### src/include/sdram_config.svh
`ifndef SDRAM_CONFIG_SVH
`define SDRAM_CONFIG_SVH

// Start-up wait before the first precharge, shortened for simulation
`define SDRAM_INIT_WAIT 200

// Cycles between auto-refresh commands
`define SDRAM_REF_PERIOD 390

// Core timing in clock cycles
`define SDRAM_T_RP 2
`define SDRAM_T_RFC 7
`define SDRAM_T_MRD 2
`define SDRAM_T_RCD 2
`define SDRAM_CAS 3

// Write recovery plus the auto-precharge that follows
`define SDRAM_T_WR 4

// Mode word with burst length 1, sequential, CAS 3
`define SDRAM_MODE 13'b000_0_00_011_0_000

`endif

### src/hw/sdram_pkg.sv
package sdram_pkg;

	// Bits ordered cs_n, ras_n, cas_n, we_n
	typedef enum logic [3:0] {
		LOAD_MODE    = 4'b0000,
		AUTO_REFRESH = 4'b0001,
		PRECHARGE    = 4'b0010,
		ACTIVE       = 4'b0011,
		WRITE        = 4'b0100,
		READ         = 4'b0101,
		NOP          = 4'b0111,
		INHIBIT      = 4'b1111
	} sdram_cmd_t;

	// One cycle of the command bus
	typedef struct packed {
		sdram_cmd_t  cmd;
		logic [1:0]  ban;
		logic [12:0] addr;
	} sdram_bus_t;

	// Host word address layout
	typedef struct packed {
		logic [1:0]  ban;
		logic [12:0] row;
		logic [8:0]  col;
	} wb_addr_t;

	localparam sdram_bus_t BUS_NOP = '{cmd: NOP, ban: 2'b00, addr: 13'd0};
	localparam sdram_bus_t BUS_INHIBIT = '{cmd: INHIBIT, ban: 2'b00, addr: 13'd0};

endpackage

### src/hw/sdram_access.sv
`include "sdram_config.svh"

module sdram_access (
	input  logic                  clk,
	input  logic                  rst_n,
	input  logic                  wb_cyc,
	input  logic                  wb_stb,
	input  logic                  wb_we,
	input  sdram_pkg::wb_addr_t   wb_adr,
	input  logic [15:0]           wb_dat_w,
	output logic                  wb_ack,
	output logic [15:0]           wb_dat_r,
	output logic                  acc_req,
	input  logic                  acc_en,
	output sdram_pkg::sdram_bus_t acc_bus,
	output logic [15:0]           dq_out,
	output logic                  dq_oe,
	input  logic [15:0]           dq_in,
	output logic                  acc_done
);

	// Step numbers counted from the first granted cycle
	localparam logic [3:0] COL_STEP = 4'(`SDRAM_T_RCD);
	localparam logic [3:0] CAP_STEP = 4'(`SDRAM_T_RCD + `SDRAM_CAS);
	localparam logic [3:0] WR_DONE_STEP = 4'(`SDRAM_T_RCD + `SDRAM_T_WR);
	localparam logic [3:0] RD_DONE_STEP = 4'(`SDRAM_T_RCD + `SDRAM_CAS + 1);

	logic [3:0] step;
	logic [3:0] done_step;
	logic       ack_seen;

	assign done_step = wb_we ? WR_DONE_STEP : RD_DONE_STEP;
	assign acc_done = acc_en && (step == done_step);
	assign wb_ack = acc_done;
	assign acc_req = wb_cyc && wb_stb && !ack_seen && !wb_ack;

	always_ff @(posedge clk or negedge rst_n) begin
		if (!rst_n) begin
			step <= '0;
		end else if (acc_en) begin
			step <= step + 4'd1;
		end else begin
			step <= '0;
		end
	end

	// Blocks a second request until the host ends the acked cycle
	always_ff @(posedge clk or negedge rst_n) begin
		if (!rst_n) begin
			ack_seen <= 1'b0;
		end else if (wb_ack) begin
			ack_seen <= 1'b1;
		end else if (!(wb_cyc && wb_stb)) begin
			ack_seen <= 1'b0;
		end
	end

	// Write data registered so it lines up with WRITE on the pins
	always_ff @(posedge clk or negedge rst_n) begin
		if (!rst_n) begin
			dq_oe <= 1'b0;
			dq_out <= '0;
		end else begin
			dq_oe <= acc_en && wb_we && (step == COL_STEP);
			dq_out <= wb_dat_w;
		end
	end

	always_ff @(posedge clk or negedge rst_n) begin
		if (!rst_n) begin
			wb_dat_r <= '0;
		end else if (acc_en && !wb_we && step == CAP_STEP) begin
			wb_dat_r <= dq_in;
		end
	end

	always_comb begin
		acc_bus = sdram_pkg::BUS_NOP;
		if (acc_en) begin
			if (step == 4'd0) begin
				acc_bus.cmd = sdram_pkg::ACTIVE;
				acc_bus.ban = wb_adr.ban;
				acc_bus.addr = wb_adr.row;
			end else if (step == COL_STEP) begin
				// Column access with auto-precharge
				acc_bus.cmd = wb_we ? sdram_pkg::WRITE : sdram_pkg::READ;
				acc_bus.ban = wb_adr.ban;
				acc_bus.addr = {4'b0010, wb_adr.col};
			end
		end
	end

endmodule

### src/hw/sdram_arbit.sv
module sdram_arbit (
	input  logic                  clk,
	input  logic                  rst_n,
	input  logic                  init_done,
	input  logic                  aref_req,
	input  logic                  aref_done,
	input  logic                  acc_req,
	input  logic                  acc_done,
	input  sdram_pkg::sdram_bus_t init_bus,
	input  sdram_pkg::sdram_bus_t aref_bus,
	input  sdram_pkg::sdram_bus_t acc_bus,
	output logic                  init_en,
	output logic                  aref_en,
	output logic                  acc_en,
	output sdram_pkg::sdram_bus_t sdram_bus
);

	typedef enum logic [3:0] {
		IDLE   = 4'b0001,
		ARBIT  = 4'b0010,
		AREF   = 4'b0100,
		ACCESS = 4'b1000
	} arb_state_t;

	arb_state_t            state;
	sdram_pkg::sdram_bus_t bus_sel;

	always_ff @(posedge clk or negedge rst_n) begin
		if (!rst_n) begin
			state <= IDLE;
		end else begin
			case (state)
				IDLE: begin
					if (init_done) begin
						state <= ARBIT;
					end
				end
				ARBIT: begin
					// Refresh wins over a waiting host access
					if (aref_req) begin
						state <= AREF;
					end else if (acc_req) begin
						state <= ACCESS;
					end
				end
				AREF: begin
					if (aref_done) begin
						state <= ARBIT;
					end
				end
				ACCESS: begin
					if (acc_done) begin
						state <= ARBIT;
					end
				end
				default: begin
					state <= ARBIT;
				end
			endcase
		end
	end

	assign init_en = (state == IDLE);
	assign aref_en = (state == AREF);
	assign acc_en = (state == ACCESS);

	always_comb begin
		case (state)
			IDLE:    bus_sel = init_bus;
			AREF:    bus_sel = aref_bus;
			ACCESS:  bus_sel = acc_bus;
			default: bus_sel = sdram_pkg::BUS_NOP;
		endcase
	end

	// Pins change one cycle after the engine drives its command
	always_ff @(posedge clk or negedge rst_n) begin
		if (!rst_n) begin
			sdram_bus <= sdram_pkg::BUS_INHIBIT;
		end else begin
			sdram_bus <= bus_sel;
		end
	end

endmodule

### src/hw/sdram_aref.sv
`include "sdram_config.svh"

module sdram_aref (
	input  logic                  clk,
	input  logic                  rst_n,
	input  logic                  aref_en,
	output sdram_pkg::sdram_bus_t aref_bus,
	output logic                  aref_done
);

	localparam logic [3:0] DONE_STEP = 4'(`SDRAM_T_RFC);

	logic [3:0] step;

	// Restarts from zero on every grant
	always_ff @(posedge clk or negedge rst_n) begin
		if (!rst_n) begin
			step <= '0;
		end else if (aref_en) begin
			step <= step + 4'd1;
		end else begin
			step <= '0;
		end
	end

	assign aref_done = aref_en && (step == DONE_STEP);

	always_comb begin
		aref_bus = sdram_pkg::BUS_NOP;
		if (aref_en && step == 4'd0) begin
			aref_bus.cmd = sdram_pkg::AUTO_REFRESH;
		end
	end

endmodule

### src/hw/sdram_init.sv
`include "sdram_config.svh"

module sdram_init (
	input  logic                  clk,
	input  logic                  rst_n,
	input  logic                  init_wait_done,
	input  logic                  init_en,
	output sdram_pkg::sdram_bus_t init_bus,
	output logic                  init_done
);

	// Step numbers of each power-up command
	localparam logic [4:0] REF1_STEP = 5'(`SDRAM_T_RP);
	localparam logic [4:0] REF2_STEP = 5'(`SDRAM_T_RP + `SDRAM_T_RFC);
	localparam logic [4:0] MODE_STEP = 5'(`SDRAM_T_RP + 2 * `SDRAM_T_RFC);
	localparam logic [4:0] DONE_STEP = 5'(`SDRAM_T_RP + 2 * `SDRAM_T_RFC + `SDRAM_T_MRD);

	logic [4:0] step;
	logic       run;

	assign run = init_en & init_wait_done;
	assign init_done = run && (step == DONE_STEP);

	// Sequence runs once, so the counter parks at the last step
	always_ff @(posedge clk or negedge rst_n) begin
		if (!rst_n) begin
			step <= '0;
		end else if (run && step != DONE_STEP) begin
			step <= step + 5'd1;
		end
	end

	always_comb begin
		init_bus = sdram_pkg::BUS_NOP;
		if (run) begin
			case (step)
				5'd0: begin
					// All banks
					init_bus.cmd = sdram_pkg::PRECHARGE;
					init_bus.addr = 13'h0400;
				end
				REF1_STEP, REF2_STEP: begin
					init_bus.cmd = sdram_pkg::AUTO_REFRESH;
				end
				MODE_STEP: begin
					init_bus.cmd = sdram_pkg::LOAD_MODE;
					init_bus.addr = `SDRAM_MODE;
				end
				default: begin
					init_bus = sdram_pkg::BUS_NOP;
				end
			endcase
		end
	end

endmodule

### src/hw/sdram_timer.sv
`include "sdram_config.svh"

module sdram_timer (
	input  logic clk,
	input  logic rst_n,
	input  logic aref_done,
	input  logic init_done,
	output logic init_wait_done,
	output logic aref_req
);

	localparam logic [15:0] WAIT_LAST = 16'(`SDRAM_INIT_WAIT - 1);
	localparam logic [15:0] REF_LAST = 16'(`SDRAM_REF_PERIOD - 1);
	// Refresh length and arbiter hop already count toward the next interval
	localparam logic [15:0] REF_RELOAD = 16'(`SDRAM_T_RFC + 2);

	logic [15:0] wait_cnt;
	logic [15:0] ref_cnt;
	logic        ref_run;

	always_ff @(posedge clk or negedge rst_n) begin
		if (!rst_n) begin
			wait_cnt <= '0;
			init_wait_done <= 1'b0;
		end else if (!init_wait_done) begin
			wait_cnt <= wait_cnt + 16'd1;
			if (wait_cnt == WAIT_LAST) begin
				init_wait_done <= 1'b1;
			end
		end
	end

	always_ff @(posedge clk or negedge rst_n) begin
		if (!rst_n) begin
			ref_run <= 1'b0;
			ref_cnt <= '0;
			aref_req <= 1'b0;
		end else if (init_done) begin
			ref_run <= 1'b1;
			ref_cnt <= '0;
		end else if (aref_done) begin
			aref_req <= 1'b0;
			ref_cnt <= REF_RELOAD;
		end else if (ref_run && !aref_req) begin
			// Request stays pending until the refresh engine reports done
			if (ref_cnt == REF_LAST) begin
				aref_req <= 1'b1;
			end else begin
				ref_cnt <= ref_cnt + 16'd1;
			end
		end
	end

endmodule

### src/hw/sdram_top.sv
module sdram_top (
	input  logic                clk,
	input  logic                rst_n,
	input  logic                wb_cyc,
	input  logic                wb_stb,
	input  logic                wb_we,
	input  sdram_pkg::wb_addr_t wb_adr,
	input  logic [15:0]         wb_dat_w,
	output logic                wb_ack,
	output logic [15:0]         wb_dat_r,
	output logic                sdram_cke,
	output logic                sdram_cs_n,
	output logic                sdram_ras_n,
	output logic                sdram_cas_n,
	output logic                sdram_we_n,
	output logic [1:0]          sdram_ban,
	output logic [12:0]         sdram_addr,
	output logic [15:0]         dq_out,
	output logic                dq_oe,
	input  logic [15:0]         dq_in
);

	logic init_wait_done;
	logic init_done;
	logic init_en;
	logic aref_req;
	logic aref_done;
	logic aref_en;
	logic acc_req;
	logic acc_done;
	logic acc_en;

	sdram_pkg::sdram_bus_t init_bus;
	sdram_pkg::sdram_bus_t aref_bus;
	sdram_pkg::sdram_bus_t acc_bus;
	sdram_pkg::sdram_bus_t sdram_bus;

	// Clock enable rises with the first edge out of reset
	always_ff @(posedge clk or negedge rst_n) begin
		if (!rst_n) begin
			sdram_cke <= 1'b0;
		end else begin
			sdram_cke <= 1'b1;
		end
	end

	assign {sdram_cs_n, sdram_ras_n, sdram_cas_n, sdram_we_n} = sdram_bus.cmd;
	assign sdram_ban = sdram_bus.ban;
	assign sdram_addr = sdram_bus.addr;

	sdram_timer u_timer (
		.clk(clk), .rst_n(rst_n),
		.aref_done(aref_done), .init_done(init_done),
		.init_wait_done(init_wait_done), .aref_req(aref_req)
	);

	sdram_init u_init (
		.clk(clk), .rst_n(rst_n),
		.init_wait_done(init_wait_done), .init_en(init_en),
		.init_bus(init_bus), .init_done(init_done)
	);

	sdram_aref u_aref (
		.clk(clk), .rst_n(rst_n),
		.aref_en(aref_en), .aref_bus(aref_bus), .aref_done(aref_done)
	);

	sdram_access u_access (
		.clk(clk), .rst_n(rst_n),
		.wb_cyc(wb_cyc), .wb_stb(wb_stb), .wb_we(wb_we),
		.wb_adr(wb_adr), .wb_dat_w(wb_dat_w),
		.wb_ack(wb_ack), .wb_dat_r(wb_dat_r),
		.acc_req(acc_req), .acc_en(acc_en), .acc_bus(acc_bus),
		.dq_out(dq_out), .dq_oe(dq_oe), .dq_in(dq_in),
		.acc_done(acc_done)
	);

	sdram_arbit u_arbit (
		.clk(clk), .rst_n(rst_n),
		.init_done(init_done), .aref_req(aref_req), .aref_done(aref_done),
		.acc_req(acc_req), .acc_done(acc_done),
		.init_bus(init_bus), .aref_bus(aref_bus), .acc_bus(acc_bus),
		.init_en(init_en), .aref_en(aref_en), .acc_en(acc_en),
		.sdram_bus(sdram_bus)
	);

endmodule

### config.mk
export PLATFORM = sky130hd
export DESIGN_NAME = sdram_top
export DESIGN_NICKNAME = d
export VERILOG_FILES = /design/src/hw/sdram_pkg.sv /design/src/hw/sdram_access.sv /design/src/hw/sdram_arbit.sv /design/src/hw/sdram_aref.sv /design/src/hw/sdram_init.sv /design/src/hw/sdram_timer.sv /design/src/hw/sdram_top.sv
export VERILOG_INCLUDE_DIRS = /design/src /design/src/include
export SDC_FILE = /design/constraint.sdc
export NUM_CORES = 1
export LEC_CHECK = 0
export BUFFER_PORTS_ARGS = -buffer_cell sky130_fd_sc_hd__buf_4
export CAP_MARGIN = 20
export CORE_AREA = 2 2 91 115
export CTS_CLUSTER_SIZE = 20
export DETAILED_ROUTE_END_ITERATION = 12
export DIE_AREA = 0 0 93 117
export GPL_ROUTABILITY_DRIVEN = 0
export PLACE_DENSITY = 0.76
export SLEW_MARGIN = 40
export SYNTH_ARGS = -nofsm -noshare
export SYNTH_HDL_FRONTEND = slang
export SYNTH_HIERARCHICAL = 1
export SYNTH_SLANG_ARGS = --single-unit
### constraint.sdc
create_clock -name clk -period 2.8 [get_ports clk]
set_clock_uncertainty 0.2 [all_clocks]
set_input_delay 0.56 -clock clk [delete_from_list [all_inputs] [get_ports clk]]
set_output_delay 0.56 -clock clk [all_outputs]
set_load 0.01 [all_outputs]
==> results of run 1 <==
[through the flow]
stage / util (%) / worst slack (ns) / hold WS (ns)
finish: 64.42 / 0.1023 / 0.1052
global route: 64.42 / 0.02086 / 0.09679
CTS: 64.30 / 0.03132 / 0.1017
detailed placement: 61.29 / 0.3984 / 0.2802
global placement: 61.29 / 0.4418 / 0.2641
floorplan: - / 0.3388 / 0.06441
[power groups by stage]
stage | registers, µW | clock network [µW] | logic (µW)
2_1_floorplan | 1640 | 0 | 161
3_3_place_gp | 1640 | 0 | 297
3_5_place_dp | 1640 | 0 | 305
4_1_cts | 1610 | 1210 | 308
5_1_grt | 1620 | 1280 | 343
6_report | 1610 | 1190 | 303
[cells in the final DEF, fill, tap and decap left out, types with 3 or more instances in the layout]
master	count
a22oi_1	19
o21ai_0	6
and2_1	15
nor3_1	10
ha_1	13
dfrtp_1	100
or2_2	4
nor2_1	17
inv_1	18
nand2_1	51
a22o_1	9
nor2b_1	6
xnor2_1	15
or3_1	6
nor4b_1	3
nand3_1	11
clkbuf_16	9
conb_1	32
nor4_1	3
dfstp_2	5
xor2_1	13
mux2_4	12
and4_1	3
nand4_1	10
a21oi_1	9
mux2_2	7
buf_4	120
[worst min path at each step]
stage                                     startpoint                                to  slack (ns)  cells past startpoint
finish                                   wb_dat_w[5]      u_access/dq_out[5]$_DFF_PN0_        0.11                      1
global route                             wb_dat_w[6]      u_access/dq_out[6]$_DFF_PN0_         0.1                      1
CTS                                     wb_dat_w[11]     u_access/dq_out[11]$_DFF_PN0_        0.10                      1
detailed placement  u_timer/wait_cnt[15]$_DFFE_PN0N_  u_timer/wait_cnt[15]$_DFFE_PN0N_        0.28                      1
global placement    u_timer/wait_cnt[15]$_DFFE_PN0N_  u_timer/wait_cnt[15]$_DFFE_PN0N_        0.26                      1
floorplan                                      rst_n               sdram_cke$_DFF_PN0_        0.06                      0
[registers in the layout, indices dropped and copies added (netlist names)]
signal,cells
u_arbit/sdram_bus,19
u_access/dq_out,16
u_arbit/state,4
u_timer/ref_cnt,16
u_timer/wait_cnt,16
u_timer/init_wait_done,1
u_access/step,4
u_timer/ref_run,1
u_init/step,5
u_access/ack_seen,1
u_access/dq_oe,1
u_aref/step,4
sdram_cke,1
u_access/wb_dat_r,16
u_timer/aref_req,1
[routing by layer]
metal	part of all wire (%)	vias to the layer above	global-route usage, %	wire (µm)
li1	-	1788	-	-
met1	40	1774	24.37	4247
met2	52	97	36.67	5588
met3	4.9	24	5.378	522
met4	2.7	0	9.510	291
met5	0	-	0	0
[critical path, stage by stage (launching register included)]
cell,delay (ns)
dfrtp_2,0.43
or4b_4,0.56
inv_2,0.09
nor2b_2,0.16
and3_4,0.22
buf_4,0.13
[synthesized netlist by cell type, types with 9 or more instances]
cell type / number
nand2_1: 51
nand4_1: 10
a21oi_1: 9
inv_1: 18
xnor2_1: 15
nor3_1: 10
dfrtp_1: 101
a22oi_1: 19
ha_1: 13
and2_1: 15
mux2_4: 12
a22o_1: 9
nand3_1: 11
xor2_1: 13
buf_4: 37
nor2_1: 17
[layout make-up]
cell class	count	share of cell area, %
timing repair buffer	122	14.67
sequential	106	41.92
inverter	20	1.183
clock buffer	10	3.767
clock inverter	6	0.6705
multi-input combinational	324	35.24
tap	129	2.544
[what timing repair did]
item                                    in CTS  in global routing
hold buffers                                 1                  0
setup buffers                                0                  1
gates resized for setup                      1                  2
endpoints found under the setup margin       1                  1
endpoints found under the hold margin       36                  0
[cells by family (layout without fill, tap and decap cells)]
family	count (synthesis)	count (layout)	share of synthesized area, %
adder cells (fa/ha/maj)	13	13	3.117
flip-flops	106	106	50.95
buffers and inverters	72	158	8.583
multiplexers	20	20	5.155
XOR/XNOR	28	28	4.699
AO/OA/AOI/OAI	63	63	8.991
AND/OR/NAND/NOR	168	168	18.15
other	5	32	0.3597
==> results.cfg, run 1 <==
[worst_setup_path]
required_ns = 2.04
crit_end = wb_ack
cp-startpoint = u_arbit/state[2]$_DFFE_PN0P_
cp_max_fo = 5
end_kind = output pin
critPathArrivalTime_ns = 1.94
critical_path_class = flop to output pin
ff2ff_path_depth = 6
r2r-end = u_access/wb_dat_r[5]$_DFFE_PN0P_
r2r_slack_ns = 0.41
worstSetupStartpointType = flop
r2r_start = u_arbit/state[2]$_DFFE_PN0P_

[global_routing]
grt_max_degree = 71
grt_pass1_vias = 3796
antenna_found_initial = 0
overflow = 0
grt_pass1_wl_um = 17730
grt.total_usage_pct = 20.96

[synthesis]
yosys.area.top_type_share_pct = 48.43
syn_avg_cell_area_um2 = 10.99
synthFlopType = dfrtp_1
yosysTopAreaCell = dfrtp_1
yosys.cell_types.count = 67
syn_area_mm2 = 0.005219
syn_inst = 475
synth_area_leaders = dfrtp_1, buf_4, nand2_1
synthArstFlopShare_pct = 100.0
synth_edf_count = 0
synth_warnings = 6
ys_seq_area_share_pct = 50.95
ys_seq_elements = 106

[sta]
hold_viol = 0
tns_ns = 0
grt_setup_unrepaired = no
fin_crit_sh_pct = 96.35
fmax_mhz = 370.7
drv_slew = 0
setup_viol = 0
relSlewSlack_pct = 66.33
tightest_slew_ns = 0.5050
min_period_ns = 2.698

[cells_and_area]
area_delta_synth_final_pct = 21.58
fin_nets = 657
postLayoutCellArea_mm2 = 0.006345
nFillCells = 801
drive_above_1_share_pct = 31.12
antenna_cells = 0
seq_area_mm2 = 0.002660
layout.cells.non_filler = 717
multi_input_area_mm2 = 0.002236

[cts]
cts_buffer_depth = 2
clkLatencyLatePin_ns = 0.35
root_buffer = clkbuf_16
cts.sinks = 106
clkSlewWorstSetupHoldPaths_ns = 0.07
cts_made_buffers = 9
htree_levels = 3
cts_tree = yes

[power]
combPwrFrac_pct = 9.8
p_leak_uw = 0.003190
power_uw = 3105
ir_drop_mv = 0.3031
p_seq_share_pct = 52.0
p_per_area_mw_per_mm2 = 489.4
switchingPower_uw = 748.2
p_sw_share_pct = 24.10
intPower_uw = 2357
clockPowerShare_pct = 38.3

[floorplan]
fp-row-count = 41
die_h_um = 117
io_pins = 115
die_w_um = 93
die-area_mm2 = 0.01088
core-area_mm2 = 0.009849
start_util_pct = 52.99

[drt]
drt_iter0_drc = 196
drt-total-wl_um = 10650
vias = 3683
remaining_drc_errors = 0
drtAntennaViolNets = 0
dr.pass1.iters = 6
post_drt_wl_per_cell_um = 14.85
vias_per_cell = 5.137

[place]
dp.cells = 699
port_buffers = 114
dpl.hpwl_um = 7592
placed_area_mm2 = 0.006037

[run_status]
run_status = finished clean

[worst_hold_path]
hp-class = input pin to flop

[run]
maxCapViolations = 0
Note: power is estimated with default switching activity, not from simulation.
==> run 2, diff against run 1 <==
--- a/config.mk
+++ b/config.mk
@@ -8,14 +8,13 @@
 export LEC_CHECK = 0
 export BUFFER_PORTS_ARGS = -buffer_cell sky130_fd_sc_hd__buf_4
 export CAP_MARGIN = 20
-export CORE_AREA = 2 2 91 115
+export CORE_AREA = 2 2 87 109
 export CTS_CLUSTER_SIZE = 20
 export DETAILED_ROUTE_END_ITERATION = 12
-export DIE_AREA = 0 0 93 117
+export DIE_AREA = 0 0 89 111
 export GPL_ROUTABILITY_DRIVEN = 0
-export PLACE_DENSITY = 0.76
+export PLACE_DENSITY = 0.75
 export SLEW_MARGIN = 40
 export SYNTH_ARGS = -nofsm -noshare
 export SYNTH_HDL_FRONTEND = slang
-export SYNTH_HIERARCHICAL = 1
 export SYNTH_SLANG_ARGS = --single-unit
==> run 2 against run 1 <==
Sequential power barely moved. Via count shrank 9.0%. Synthesized cell count fell by 20%. Sequential cell count is the same. Global-route usage decreased by 0.17 points. Cell count down 12%. Register-to-register slack better by 0.21 ns. Wire length shrank 9.8%. Combinational power is 19% higher. Synthesized area is 13% lower. Sequential share of layout area up 3.1 points. Critical path type unchanged. Critical endpoint unchanged.
==> results.cfg, run 2 <==
[sta]
tightest_slew_ns = 0.5406
grt_setup_unrepaired = no
hold_viol = 0
drv_slew = 0
tns_ns = 0
fmax_mhz = 382.9
fin_crit_sh_pct = 93.27
setup_viol = 0
relSlewSlack_pct = 63.87
min_period_ns = 2.611

[power]
combPwrFrac_pct = 11.1
switchingPower_uw = 832.6
p_sw_share_pct = 25.68
intPower_uw = 2410
clockPowerShare_pct = 38.3
ir_drop_mv = 0.3543
p_seq_share_pct = 50.6
p_per_area_mw_per_mm2 = 549.1
p_leak_uw = 0.002821

[drt]
drtAntennaViolNets = 0
drt-total-wl_um = 9608
vias = 3352
remaining_drc_errors = 0
post_drt_wl_per_cell_um = 15.23
vias_per_cell = 5.312
drt_iter0_drc = 126
dr.pass1.iters = 4

[synthesis]
syn_inst = 381
syn-num-nets = 455
synthFlopType = dfrtp_1
yosysTopAreaCell = dfrtp_1
yosys.area.top_type_share_pct = 55.37
ys_seq_elements = 106
yosys.cell_count.top_type = dfrtp_1
ys_seq_area_share_pct = 58.25
yosys.cell_types.count = 58
syn_area_mm2 = 0.004564
syn_avg_cell_area_um2 = 11.98
synthArstFlopShare_pct = 100.0
synth_edf_count = 0
synth_common_cells = dfrtp_1, nor2_1, xnor2_1, mux2_2, nand2_1
synth_area_leaders = dfrtp_1, mux2_2, xnor2_1
synth_warnings = 0

[worst_hold_path]
hp-class = input pin to flop
whs_endpoint = u_access.dq_out[1]$_DFF_PN0_
hold_path.startpoint = wb_dat_w[1]
holdPathStages = 1

[floorplan]
start_util_pct = 50.84
die-area_mm2 = 0.009879
core-area_mm2 = 0.008979
io_pins = 115
die_h_um = 111
fp-row-count = 39
die_w_um = 89

[worst_setup_path]
critPathArrivalTime_ns = 1.85
worstSetupStartpointType = flop
r2r_slack_ns = 0.62
required_ns = 2.04
slowest_stage = or4b_2
r2r-end = u_init.step[1]$_DFFE_PN0P_
critical_path_class = flop to output pin
r2r_start = u_arbit.state[0]$_DFFE_PN1P_
end_kind = output pin
crit_chain = or4b_2, nor2_1, buf_4
crit_buf_inv = 1
crit_family = simple AND/OR/NAND/NOR gates
cp_max_fo = 8
ff2ff_path_depth = 4
max_stage_delay_ns = 0.68

[cts]
cts_buffer_depth = 2
cts.sinks = 106
clkLatencyLatePin_ns = 0.35
cts_tree = yes
cts_made_buffers = 9
ctsResizeCount = 0
clkSlewWorstSetupHoldPaths_ns = 0.08
htree_levels = 3
root_buffer = clkbuf_16

[global_routing]
grt_pass1_wl_um = 16130
grt.total_usage_pct = 20.79
grt_max_degree = 44
grt_pass1_vias = 3437
overflow = 0
antenna_found_initial = 0

[run_status]
run_status = finished clean

[place]
dp.cells = 614
dpl.hpwl_um = 7001
placed_area_mm2 = 0.005598
port_buffers = 114

[cells_and_area]
layout.cells.non_filler = 631
postLayoutCellArea_mm2 = 0.005904
largest-register = u_arbit.sdram_bus
drive_above_1_share_pct = 35.24
nFillCells = 721
area_delta_synth_final_pct = 29.36
antenna_cells = 0
fin_nets = 577
largest_reg_flops = 19
final_common_cell = buf_4
utilization_pct = 65.76
layout_common_cells = buf_4, dfrtp_1, nor2_1, xnor2_1, mux2_2

[run]
maxCapViolations = 0
## run 2: cell count changes in the layout (fill, tap and decap cells not counted), moves of 10 or more
cell	previous run	this run
nand2_1	51	16
conb_1	32	2
mux2_4	12	0
mux2_2	7	18
nor2_1	17	28
a22oi_1	19	9
## run 2: power groups by stage
stage | Clock, µW | Sequential [µW] | Combinational, µW
2_1_floorplan | 0 | 1680 | 127
6_report | 1240 | 1640 | 361
5_1_grt | 1330 | 1650 | 398
3_3_place_gp | 0 | 1660 | 355
3_5_place_dp | 0 | 1670 | 364
4_1_cts | 1270 | 1640 | 367
## run 2: metrics by stage
step / hold slack [ns] / total power [µW] / worst slack [ns]
floorplan: 0.06441 / 1811 / 0.6968
global placement: 0.2627 / 2017 / 0.5750
detailed placement: 0.2692 / 2033 / 0.5710
CTS: 0.1050 / 3272 / 0.1964
global route: 0.1033 / 3381 / 0.1187
finish: 0.1124 / 3242 / 0.1885
## run 2: cell families after synthesis
family | count (synthesis) | synth area share (%)
other | 2 | 0.1645
xor gates and xnor gates | 27 | 5.181
AOI/OAI and AO/OA | 54 | 7.758
DFF | 106 | 58.25
buffers and inverters | 26 | 2.303
and+or+nand+nor | 133 | 17.90
adders and majority gates | 13 | 3.564
muxes | 20 | 4.879
## run 2: layout make-up
| cell class | instances | area [µm²] | area share, % |
|---|---|---|---|
| well taps | 123 | 153.9 | 2.606 |
| repair buffers | 124 | 945.9 | 16.02 |
| flip-flops and latches | 106 | 2659 | 45.03 |
| clock inverters | 7 | 71.32 | 1.208 |
| inverters | 13 | 48.80 | 0.8264 |
| clock buffers | 9 | 225.2 | 3.814 |
| multi-input cells | 249 | 1800 | 30.49 |
## run 2: routing by layer
| layer | track usage [%] | up-vias | wire [µm] |
|---|---|---|---|
| met5 | 0 | - | 0 |
| met4 | 8.756 | 0 | 203 |
| met3 | 2.755 | 18 | 260 |
| met2 | 35.27 | 66 | 5264 |
| met1 | 26.26 | 1672 | 3879 |
| li1 | - | 1596 | - |
## run 2: worst max path at each step
stage	start	endpoint	slack [ns]	depth (start not counted)
3_5_place_dp	u_arbit.state[1]$_DFFE_PN0P_	wb_ack	0.57	3
6_report	u_arbit.state[1]$_DFFE_PN0P_	wb_ack	0.19	3
2_1_floorplan	u_arbit.state[1]$_DFFE_PN0P_	wb_ack	0.70	2
5_1_grt	u_arbit.state[1]$_DFFE_PN0P_	wb_ack	0.12	3
4_1_cts	u_arbit.state[1]$_DFFE_PN0P_	wb_ack	0.20	3
3_3_place_gp	u_arbit.state[1]$_DFFE_PN0P_	wb_ack	0.57	3
## run 2: what timing repair did
item	CTS	global route
setup buffers	0	0
hold buffers	1	0
hold endpoints to repair	29	0
